[config.mk]
export PLATFORM = sky130hd
export DESIGN_NAME = dazzler_io_top
export DESIGN_NICKNAME = d
export VERILOG_FILES = /design/src/common/dazzler_pkg.sv /design/src/source/io_regs.sv /design/src/spi/spi_master.sv /design/src/wii/wii_channel.sv /design/src/wii/wii_readout.sv /design/src/source/dazzler_io_top.sv
export SDC_FILE = /design/constraint.sdc
export NUM_CORES = 1
export LEC_CHECK = 0
export ABC_AREA = 1
export BUFFER_PORTS_ARGS = -buffer_cell sky130_fd_sc_hd__buf_2
export CAP_MARGIN = 40
export CORE_UTILIZATION = 55
export DETAILED_ROUTE_END_ITERATION = 16
export GPL_TIMING_DRIVEN = 1
export PLACE_DENSITY = 0.75
export SLEW_MARGIN = 10
export SYNTH_ARGS = -nofsm -noshare
export SYNTH_HDL_FRONTEND = slang
export SYNTH_SLANG_ARGS = --single-unit
[constraint.sdc]
create_clock -name clk50 -period 7.7 [get_ports clk50]
set_clock_uncertainty 0.15 [all_clocks]
set_input_delay 0.77 -clock clk50 [delete_from_list [all_inputs] [get_ports clk50]]
set_output_delay 0.77 -clock clk50 [all_outputs]
set_load 0.03 [all_outputs]
[src/common/dazzler_pkg.sv]
`default_nettype none

package dazzler_pkg;

  ////////////////////
  // sizes

  localparam int N_WII       = 2;   // controller channels
  localparam int IO_ADDR_W   = 12;  // decoded address bits
  localparam int WII_SLICES  = 3;   // 16-bit write slices per report
  localparam int REPORT_BITS = 48;
  localparam int SNAP_BITS   = 2 * REPORT_BITS * N_WII;

  ////////////////////
  // io address map

  localparam logic [IO_ADDR_W-1:0] ADDR_WII_BASE    = 12'h004;
  localparam logic [IO_ADDR_W-1:0] ADDR_SYSCTL      = 12'h014;
  localparam logic [IO_ADDR_W-1:0] ADDR_TICKS       = 12'h015;
  localparam logic [IO_ADDR_W-1:0] ADDR_SPI_PINS    = 12'h100;
  localparam logic [IO_ADDR_W-1:0] ADDR_SPI_START8  = 12'h101;
  localparam logic [IO_ADDR_W-1:0] ADDR_SPI_START16 = 12'h102;
  localparam logic [IO_ADDR_W-1:0] ADDR_SPI_IDLE    = 12'h103;

  ////////////////////
  // bus and pins

  // one cpu bus cycle
  typedef struct packed {
    logic        rd;
    logic        wr;
    logic [15:0] addr;
    logic [15:0] wdata;
  } io_req_t;

  typedef struct packed {
    logic cs;
    logic sck;
    logic mosi;
  } spi_pins_t;

  ////////////////////
  // wii classic report

  // bit groups are scattered over the first four bytes
  typedef struct packed {
    logic [15:0] rsvd;
    logic [2:0]  lt_20;   // byte 3
    logic [4:0]  rt;
    logic        rx_0;    // byte 2
    logic [1:0]  lt_43;
    logic [4:0]  ry;
    logic [1:0]  rx_21;   // byte 1
    logic [5:0]  ly;
    logic [1:0]  rx_43;   // byte 0
    logic [5:0]  lx;
  } wii_raw_fields_t;

  typedef union packed {
    logic [5:0][7:0] bytes;
    wii_raw_fields_t f;
  } wii_report_u;

  // lx sits in the lowest byte
  typedef struct packed {
    logic [7:0] rt;
    logic [7:0] lt;
    logic [7:0] ry;
    logic [7:0] rx;
    logic [7:0] ly;
    logic [7:0] lx;
  } wii_decoded_t;

endpackage

`default_nettype wire

[src/source/io_regs.sv]
`timescale 1ns/1ps
`default_nettype none

module io_regs import dazzler_pkg::*; (
  input  wire logic                      clk50,
  input  wire logic                      SCKclock,
  input  wire io_req_t                   io_req_i,
  input  wire logic [15:0]               spi_rx_i,
  input  wire logic                      spi_idle_i,
  input  wire logic                      spi_miso_i,
  output logic [15:0]                    io_rdata_o,
  output logic [WII_SLICES*N_WII-1:0]    wii_we_o,
  output logic [15:0]                    wdata_o,
  output logic                           spi_start8_o,
  output logic                           spi_start16_o,
  output logic                           spi_pins_we_o,
  output logic                           pd_o
);

  logic [IO_ADDR_W-1:0] addr_lo;
  logic                 wr_en;
  logic                 rd_en;
  logic [15:0]          sysctl_q;
  logic [15:0]          ticks_q;
  logic [15:0]          rd_word;
  logic [15:0]          rdata_q;

  assign addr_lo = io_req_i.addr[IO_ADDR_W-1:0];
  assign wr_en   = io_req_i.wr;
  assign rd_en   = io_req_i.rd;

  ////////////////////
  // write decode

  assign wdata_o       = io_req_i.wdata;
  assign spi_start8_o  = wr_en && (addr_lo == ADDR_SPI_START8);
  assign spi_start16_o = wr_en && (addr_lo == ADDR_SPI_START16);
  assign spi_pins_we_o = wr_en && (addr_lo == ADDR_SPI_PINS);

  // three slice strobes per channel, consecutive addresses
  always_comb begin
    for (int c = 0; c < N_WII; c++) begin
      for (int s = 0; s < WII_SLICES; s++) begin
        wii_we_o[WII_SLICES*c+s] = wr_en &&
          (addr_lo == ADDR_WII_BASE + IO_ADDR_W'(WII_SLICES*c + s));
      end
    end
  end

  ////////////////////
  // control registers

  always_ff @(posedge clk50 or posedge SCKclock) begin
    if (SCKclock) begin
      sysctl_q <= '0;
    end else if (wr_en && (addr_lo == ADDR_SYSCTL)) begin
      sysctl_q <= io_req_i.wdata;
    end
  end

  assign pd_o = sysctl_q[0];  // display power-down

  // free running, wraps
  always_ff @(posedge clk50 or posedge SCKclock) begin
    if (SCKclock) begin
      ticks_q <= '0;
    end else begin
      ticks_q <= ticks_q + 16'd1;
    end
  end

  ////////////////////
  // read back

  always_comb begin
    case (addr_lo)
      ADDR_SYSCTL:      rd_word = sysctl_q;
      ADDR_TICKS:       rd_word = ticks_q;
      ADDR_SPI_PINS:    rd_word = {14'd0, spi_miso_i, 1'b0};
      ADDR_SPI_START8,
      ADDR_SPI_START16: rd_word = spi_rx_i;
      ADDR_SPI_IDLE:    rd_word = {15'd0, spi_idle_i};
      default:          rd_word = '0;
    endcase
  end

  // held until the next read
  always_ff @(posedge clk50 or posedge SCKclock) begin
    if (SCKclock) begin
      rdata_q <= '0;
    end else if (rd_en) begin
      rdata_q <= rd_word;
    end
  end

  assign io_rdata_o = rdata_q;

  // cpu issues at most one strobe per cycle
  a_one_strobe: assert property (
    @(posedge clk50) disable iff (SCKclock) !(io_req_i.rd && io_req_i.wr)
  );

endmodule

`default_nettype wire

[src/spi/spi_master.sv]
`timescale 1ns/1ps
`default_nettype none

module spi_master import dazzler_pkg::*; (
  input  wire logic        clk50,
  input  wire logic        SCKclock,
  input  wire logic        start8_i,
  input  wire logic        start16_i,
  input  wire logic        pins_we_i,
  input  wire logic [15:0] tx_i,
  input  wire logic        miso_i,
  output logic [15:0]      rx_o,
  output logic             idle_o,
  output spi_pins_t        pins_o
);

  logic        running_q;
  logic [4:0]  cnt_q;
  logic [15:0] shift_q;
  logic [15:0] tx_swapped;
  spi_pins_t   bb_q;

  // first byte on the wire is the low byte
  assign tx_swapped = {tx_i[7:0], tx_i[15:8]};

  ////////////////////
  // shift engine

  always_ff @(posedge clk50 or posedge SCKclock) begin
    if (SCKclock) begin
      running_q <= 1'b0;
      cnt_q     <= '0;
    end else if (start8_i) begin
      running_q <= 1'b1;
      cnt_q     <= 5'd16;  // half the count for one byte
    end else if (start16_i) begin
      running_q <= 1'b1;
      cnt_q     <= 5'd0;
    end else if (running_q) begin
      running_q <= (cnt_q != 5'd31);
      cnt_q     <= cnt_q + 5'd1;  // wraps to 0 after 31
    end
  end

  always_ff @(posedge clk50) begin
    if (start8_i || start16_i) begin
      shift_q <= tx_swapped;
    end else if (running_q && cnt_q[0]) begin
      shift_q <= {shift_q[14:0], miso_i};  // sample while sck high
    end
  end

  assign rx_o   = shift_q;
  assign idle_o = ~running_q;

  ////////////////////
  // bit-bang pins

  always_ff @(posedge clk50 or posedge SCKclock) begin
    if (SCKclock) begin
      bb_q <= '0;
    end else if (pins_we_i) begin
      bb_q <= '{cs: tx_i[5], sck: tx_i[4], mosi: tx_i[0]};
    end
  end

  assign pins_o.cs   = bb_q.cs;
  assign pins_o.sck  = bb_q.sck | cnt_q[0];
  assign pins_o.mosi = bb_q.mosi | (running_q & shift_q[15]);

  // a finished transfer always parks the counter at zero
  a_idle_parked: assert property (
    @(posedge clk50) disable iff (SCKclock) !running_q |-> (cnt_q == 5'd0)
  );

endmodule

`default_nettype wire

[src/wii/wii_channel.sv]
`timescale 1ns/1ps
`default_nettype none

module wii_channel import dazzler_pkg::*; (
  input  wire logic                  clk50,
  input  wire logic                  SCKclock,
  input  wire logic [WII_SLICES-1:0] we_i,
  input  wire logic [15:0]           wdata_i,
  output wii_report_u                raw_o,
  output wii_decoded_t               decoded_o
);

  wii_report_u rpt_q;

  // one 16-bit slice per strobe
  always_ff @(posedge clk50 or posedge SCKclock) begin
    if (SCKclock) begin
      rpt_q <= '0;
    end else begin
      for (int s = 0; s < WII_SLICES; s++) begin
        if (we_i[s]) begin
          rpt_q.bytes[2*s +: 2] <= wdata_i;
        end
      end
    end
  end

  assign raw_o = rpt_q;

  ////////////////////
  // field decode

  always_comb begin
    decoded_o.lx = {2'b00, rpt_q.f.lx};
    decoded_o.ly = {2'b00, rpt_q.f.ly};
    // right stick x is spread over three bytes
    decoded_o.rx = {3'b000, rpt_q.f.rx_43, rpt_q.f.rx_21, rpt_q.f.rx_0};
    decoded_o.ry = {3'b000, rpt_q.f.ry};
    decoded_o.lt = {3'b000, rpt_q.f.lt_43, rpt_q.f.lt_20};
    decoded_o.rt = {3'b000, rpt_q.f.rt};
  end

endmodule

`default_nettype wire

[src/wii/wii_readout.sv]
`timescale 1ns/1ps
`default_nettype none

module wii_readout import dazzler_pkg::*; (
  input  wire logic                      clk50,
  input  wire logic                      SCKclock,
  input  wire wii_report_u  [N_WII-1:0]  raw_i,
  input  wire wii_decoded_t [N_WII-1:0]  decoded_i,
  input  wire logic                      host_sel_n_i,
  input  wire logic                      host_sck_i,
  output logic                           host_miso_o
);

  logic [1:0]           sel_sync_q;
  logic [2:0]           sck_sync_q;  // bit 2 is the previous level
  logic                 selected;
  logic                 sck_rise;
  logic [SNAP_BITS-1:0] snap_w;
  logic [SNAP_BITS-1:0] snap_q;
  logic [7:0]           idx_q;

  ////////////////////
  // host pin sync

  always_ff @(posedge clk50 or posedge SCKclock) begin
    if (SCKclock) begin
      sel_sync_q <= 2'b11;
      sck_sync_q <= '0;
    end else begin
      sel_sync_q <= {sel_sync_q[0], host_sel_n_i};
      sck_sync_q <= {sck_sync_q[1:0], host_sck_i};
    end
  end

  assign selected = ~sel_sync_q[1];
  assign sck_rise = sck_sync_q[1] & ~sck_sync_q[2];

  ////////////////////
  // snapshot

  // per channel raw then decoded, from bit 0 up
  always_comb begin
    for (int c = 0; c < N_WII; c++) begin
      snap_w[2*REPORT_BITS*c +: REPORT_BITS]             = raw_i[c];
      snap_w[2*REPORT_BITS*c + REPORT_BITS +: REPORT_BITS] = decoded_i[c];
    end
  end

  always_ff @(posedge clk50 or posedge SCKclock) begin
    if (SCKclock) begin
      snap_q <= '0;
      idx_q  <= '0;
    end else if (!selected) begin
      snap_q <= snap_w;  // reload while host idle
      idx_q  <= '0;
    end else if (sck_rise) begin
      if (idx_q == 8'(SNAP_BITS - 1)) begin
        idx_q <= '0;
      end else begin
        idx_q <= idx_q + 8'd1;
      end
    end
  end

  // lowest byte first, msb first within each byte
  assign host_miso_o = snap_q[{idx_q[7:3], ~idx_q[2:0]}];

  a_idx_range: assert property (
    @(posedge clk50) disable iff (SCKclock) selected |-> (idx_q < SNAP_BITS)
  );

endmodule

`default_nettype wire

[src/source/dazzler_io_top.sv]
`timescale 1ns/1ps
`default_nettype none

module dazzler_io_top import dazzler_pkg::*; (
  input  wire logic    clk50,
  input  wire logic    SCKclock,
  input  wire io_req_t io_req_i,
  input  wire logic    spi_miso_i,
  input  wire logic    host_sel_n_i,
  input  wire logic    host_sck_i,
  output logic [15:0]  io_rdata_o,
  output spi_pins_t    spi_pins_o,
  output logic         pd_o,
  output logic         host_miso_o
);

  logic [WII_SLICES*N_WII-1:0] wii_we;
  logic [15:0]                 wdata;
  logic                        spi_start8;
  logic                        spi_start16;
  logic                        spi_pins_we;
  logic [15:0]                 spi_rx;
  logic                        spi_idle;
  wii_report_u  [N_WII-1:0]    wii_raw;
  wii_decoded_t [N_WII-1:0]    wii_dec;

  io_regs u_io_regs (
    .clk50         (clk50),
    .SCKclock      (SCKclock),
    .io_req_i      (io_req_i),
    .spi_rx_i      (spi_rx),
    .spi_idle_i    (spi_idle),
    .spi_miso_i    (spi_miso_i),
    .io_rdata_o    (io_rdata_o),
    .wii_we_o      (wii_we),
    .wdata_o       (wdata),
    .spi_start8_o  (spi_start8),
    .spi_start16_o (spi_start16),
    .spi_pins_we_o (spi_pins_we),
    .pd_o          (pd_o)
  );

  spi_master u_spi (
    .clk50     (clk50),
    .SCKclock  (SCKclock),
    .start8_i  (spi_start8),
    .start16_i (spi_start16),
    .pins_we_i (spi_pins_we),
    .tx_i      (wdata),
    .miso_i    (spi_miso_i),
    .rx_o      (spi_rx),
    .idle_o    (spi_idle),
    .pins_o    (spi_pins_o)
  );

  ////////////////////
  // controller channels

  for (genvar g = 0; g < N_WII; g++) begin : g_wii
    wii_channel u_chan (
      .clk50     (clk50),
      .SCKclock  (SCKclock),
      .we_i      (wii_we[WII_SLICES*g +: WII_SLICES]),
      .wdata_i   (wdata),
      .raw_o     (wii_raw[g]),
      .decoded_o (wii_dec[g])
    );
  end

  wii_readout u_readout (
    .clk50        (clk50),
    .SCKclock     (SCKclock),
    .raw_i        (wii_raw),
    .decoded_i    (wii_dec),
    .host_sel_n_i (host_sel_n_i),
    .host_sck_i   (host_sck_i),
    .host_miso_o  (host_miso_o)
  );

endmodule

`default_nettype wire

==> flow_metrics.env <==
export IMPL_status="finished clean"
export IMPL_grt_pass1_vias=9843
export IMPL_portBuffers=55
export IMPL_routed_wl_mm=29.6
export IMPL_nNetsFinal=1553
export IMPL_postCtsSetupRepairBufs=0
export IMPL_grt_usage_pct=26.8
export IMPL_antenna_found_initial=1
export IMPL_die_w_um=152
export IMPL_worstPathArrival_ps=3450
export IMPL_rr_startpoint="u_readout.sel_sync_q[1]"
export IMPL_wl_per_cell_um=16.3
export IMPL_pin_count=60
export IMPL_synth_compound_area_share_pct=11.5
export IMPL_finalCritPeriodShare_pct=56.7
export IMPL_die_area_mm2=0.0231
export IMPL_rsz0062_at_grt="no"
export IMPL_synth_top_family_by_area="simple AND/OR/NAND/NOR gates"
export IMPL_core_mm2=0.0220
export IMPL_worstSetupPathType="register to primary output"
export IMPL_syn_inst=1473
export IMPL_cts_resized=0
export IMPL_cts_tree="done"
export IMPL_p_leak_nw=6.91
export IMPL_synth_simple_area_share_pct=21.0
export IMPL_cts_num_sinks=278
export IMPL_synthMuxAreaShare_pct=1.38
export IMPL_htree_levels=1
export IMPL_place_congestion=0.882
export IMPL_min_period_ps=4370
export IMPL_cts_hold_buf=0
export IMPL_clockRootBuffer="clkbuf_16"
export IMPL_total_power_mw=3.24
export IMPL_irDropWorstVdd_uv=160
export IMPL_hold_slack_ps=38.2
export IMPL_relSlewSlack_pct=42.3
export IMPL_dr_first_iter_drc_count=968
export IMPL_vias=9881
export IMPL_setup_viol=0
export IMPL_grt_max_degree=93
export IMPL_syn_to_final_growth_pct=12.7
export IMPL_synth_fa_ha_area_share_pct=0.404
export IMPL_tightest_slew_ps=865
export IMPL_detail_route_antenna_nets=0
export IMPL_clk_latency_ps=550
export IMPL_die_h_um=152
export IMPL_post_dp_hpwl_mm=18.9
export IMPL_avgSynthCellArea_um2=8.41
export IMPL_hp_class="primary input to async pin"
export IMPL_end_kind="primary output"
export IMPL_clockBufferDepth=3
export IMPL_rows=54
export IMPL_gr_total_overflow=0
export IMPL_synth_xor_area_share_pct=1.13
export IMPL_start_util_pct=56.4
export IMPL_cp_max_fo=66
export IMPL_rr_endpoint="u_readout.idx_q[2]"
export IMPL_syn_nets=1516
export IMPL_place_inst=1758
export IMPL_maxSlewViolCount=0
export IMPL_syn_area_mm2=0.0124
export IMPL_powerDensity_mw_per_mm2=232
export IMPL_drc=0
export IMPL_start_kind="register"
export IMPL_setup_tns_ps=0
export IMPL_drive_gt1_share_pct=9.32
export IMPL_hold_viol=0
export IMPL_r2r_setup_slack_ps=4930
export IMPL_clk_pin_slew_ps=60
export IMPL_critPathRequiredTime_ps=6780
export IMPL_yosys_warnings=0
export IMPL_max_cap_violations=0
export IMPL_vias_per_cell=5.44
export IMPL_drtPass1Iterations=5
export IMPL_ys_seq_area_share_pct=56.8
export IMPL_rr_worst_depth=5
export IMPL_ys_ff_latch=278
export IMPL_cts_buffers=30
export IMPL_grt_first_pass_wirelength_mm=49.7
export IMPL_fmax_mhz=229
export IMPL_layoutNonFillerInstCount=1815
export IMPL_synthDistinctLibCells=38
## kinds of logic after synthesis
kind of cell    after synthesis
flops                       278
xor+xnor                     16
buf+inv                     249
simple gates                634
compound gates              275
mux                          17
fa+ha+maj                     4
## worst max-delay path, cell delays in order, from the launching register on
cell and delay [ps]:
dfrtp_2 340, buf_4 590, inv_1 240, buf_16 240
buf_4 240, nor2_1 370, a21oi_1 120, nand2_1 90
nand3_1 70, nand3_1 100, nand3_1 80, nand2_1 70
nand2_1 40, nand2_1 70, buf_2 200
## power by group
group	switching [mW]	internal (mW)
Sequential	0.0370	1.53
Combinational	0.166	0.0648
Clock	0.568	0.871
Total	0.771	2.47
## layout make-up
class                   count  area [um2]
fillers                  1798        7990
multi-input cells         946        4380
flip-flops and latches    278        7040
clock inverters             7        85.1
repair buffers             75         510
clock buffers              49         913
inverters                 179         676
well taps                 280         350
diodes                      1        2.50
## state kept, by name, indices dropped and copies added (netlist names), 5 cells and up
register              flops
g_wii.u_chan.raw_o       96
u_io_regs.io_rdata_o     16
u_io_regs.sysctl_q       16
u_io_regs.ticks_q        16
u_readout.idx_q           8
u_readout.snap_q         96
u_spi.cnt_q               5
u_spi.rx_o               16
## placed cells by master, fill, tap and decap left out, drive strengths merged, types with 6 or more instances in the layout
cell    netlist  final
a21oi        48     48
buf          20     75
clkbuf       50     49
dfrtp       260    260
edfxtp       16     16
inv         179    178
mux2i        16     16
nand2       462    462
nand3        90     90
nand4         9      9
nor2         64     64
o211ai        6      6
o21ai       211    211
xor2         16     16
## cell usage after synthesis
cell type / number / share of area (%)
a21boi_0: 1 / 0.061
a21o_1: 1 / 0.061
a21oi_1: 48 / 1.9
a22oi_1: 1 / 0.061
a31oi_1: 1 / 0.051
and3_1: 1 / 0.051
buf_1: 2 / 0.061
buf_2: 15 / 0.61
buf_4: 2 / 0.12
buf_8: 1 / 0.12
clkbuf_1: 50 / 1.5
dfrtp_1: 260 / 52
dfstp_2: 2 / 0.42
edfxtp_1: 16 / 3.9
ha_1: 4 / 0.40
inv_1: 176 / 5.3
inv_2: 3 / 0.091
mux2_2: 1 / 0.091
mux2i_1: 16 / 1.3
nand2_1: 460 / 14
nand2_2: 2 / 0.10
nand3_1: 90 / 3.6
nand4_1: 9 / 0.45
nor2_1: 56 / 1.7
nor2_2: 8 / 0.40
nor3_1: 2 / 0.081
nor3_4: 1 / 0.13
nor4_1: 2 / 0.10
nor4_4: 2 / 0.34
o2111ai_1: 3 / 0.21
o211ai_1: 6 / 0.36
o21a_1: 2 / 0.12
o21ai_0: 201 / 8.1
o21ai_1: 9 / 0.36
o21ai_2: 1 / 0.071
o22ai_1: 1 / 0.051
or2_2: 1 / 0.051
xor2_1: 16 / 1.1
## layer usage
layer	GRT usage [%]	share of wire (%)	vias to the layer above
met3	3.62	5.9	76
li1	-	-	4740
met2	43.4	47	321
met1	36.8	44	4744
met4	11.2	3.4	0
met5	0	0	-
## worst max-delay path by stage
| stage | start | end | slack (ps) |
|---|---|---|---|
| floorplan | SCKclock | g_wii[0].u_chan.raw_o[0] | 3330 |
| global placement | u_readout.idx_q[0] | host_miso_o | 3590 |
| detailed placement | u_readout.idx_q[0] | host_miso_o | 3950 |
| CTS | u_readout.idx_q[0] | host_miso_o | 3370 |
| global route | u_readout.idx_q[0] | host_miso_o | 3090 |
| finish | u_readout.idx_q[0] | host_miso_o | 3330 |
## metrics by stage
stage	util [%]	cell area, um2	setup WS [ps]
after floorplan	-	12400	3330
after global placement	58.3	12800	3590
after CTS	63.6	14000	3370
after global routing	63.6	14000	3090
after detailed placement	59.0	13000	3950
final	63.6	14000	3330
Note: power is estimated with default switching activity, not from simulation.
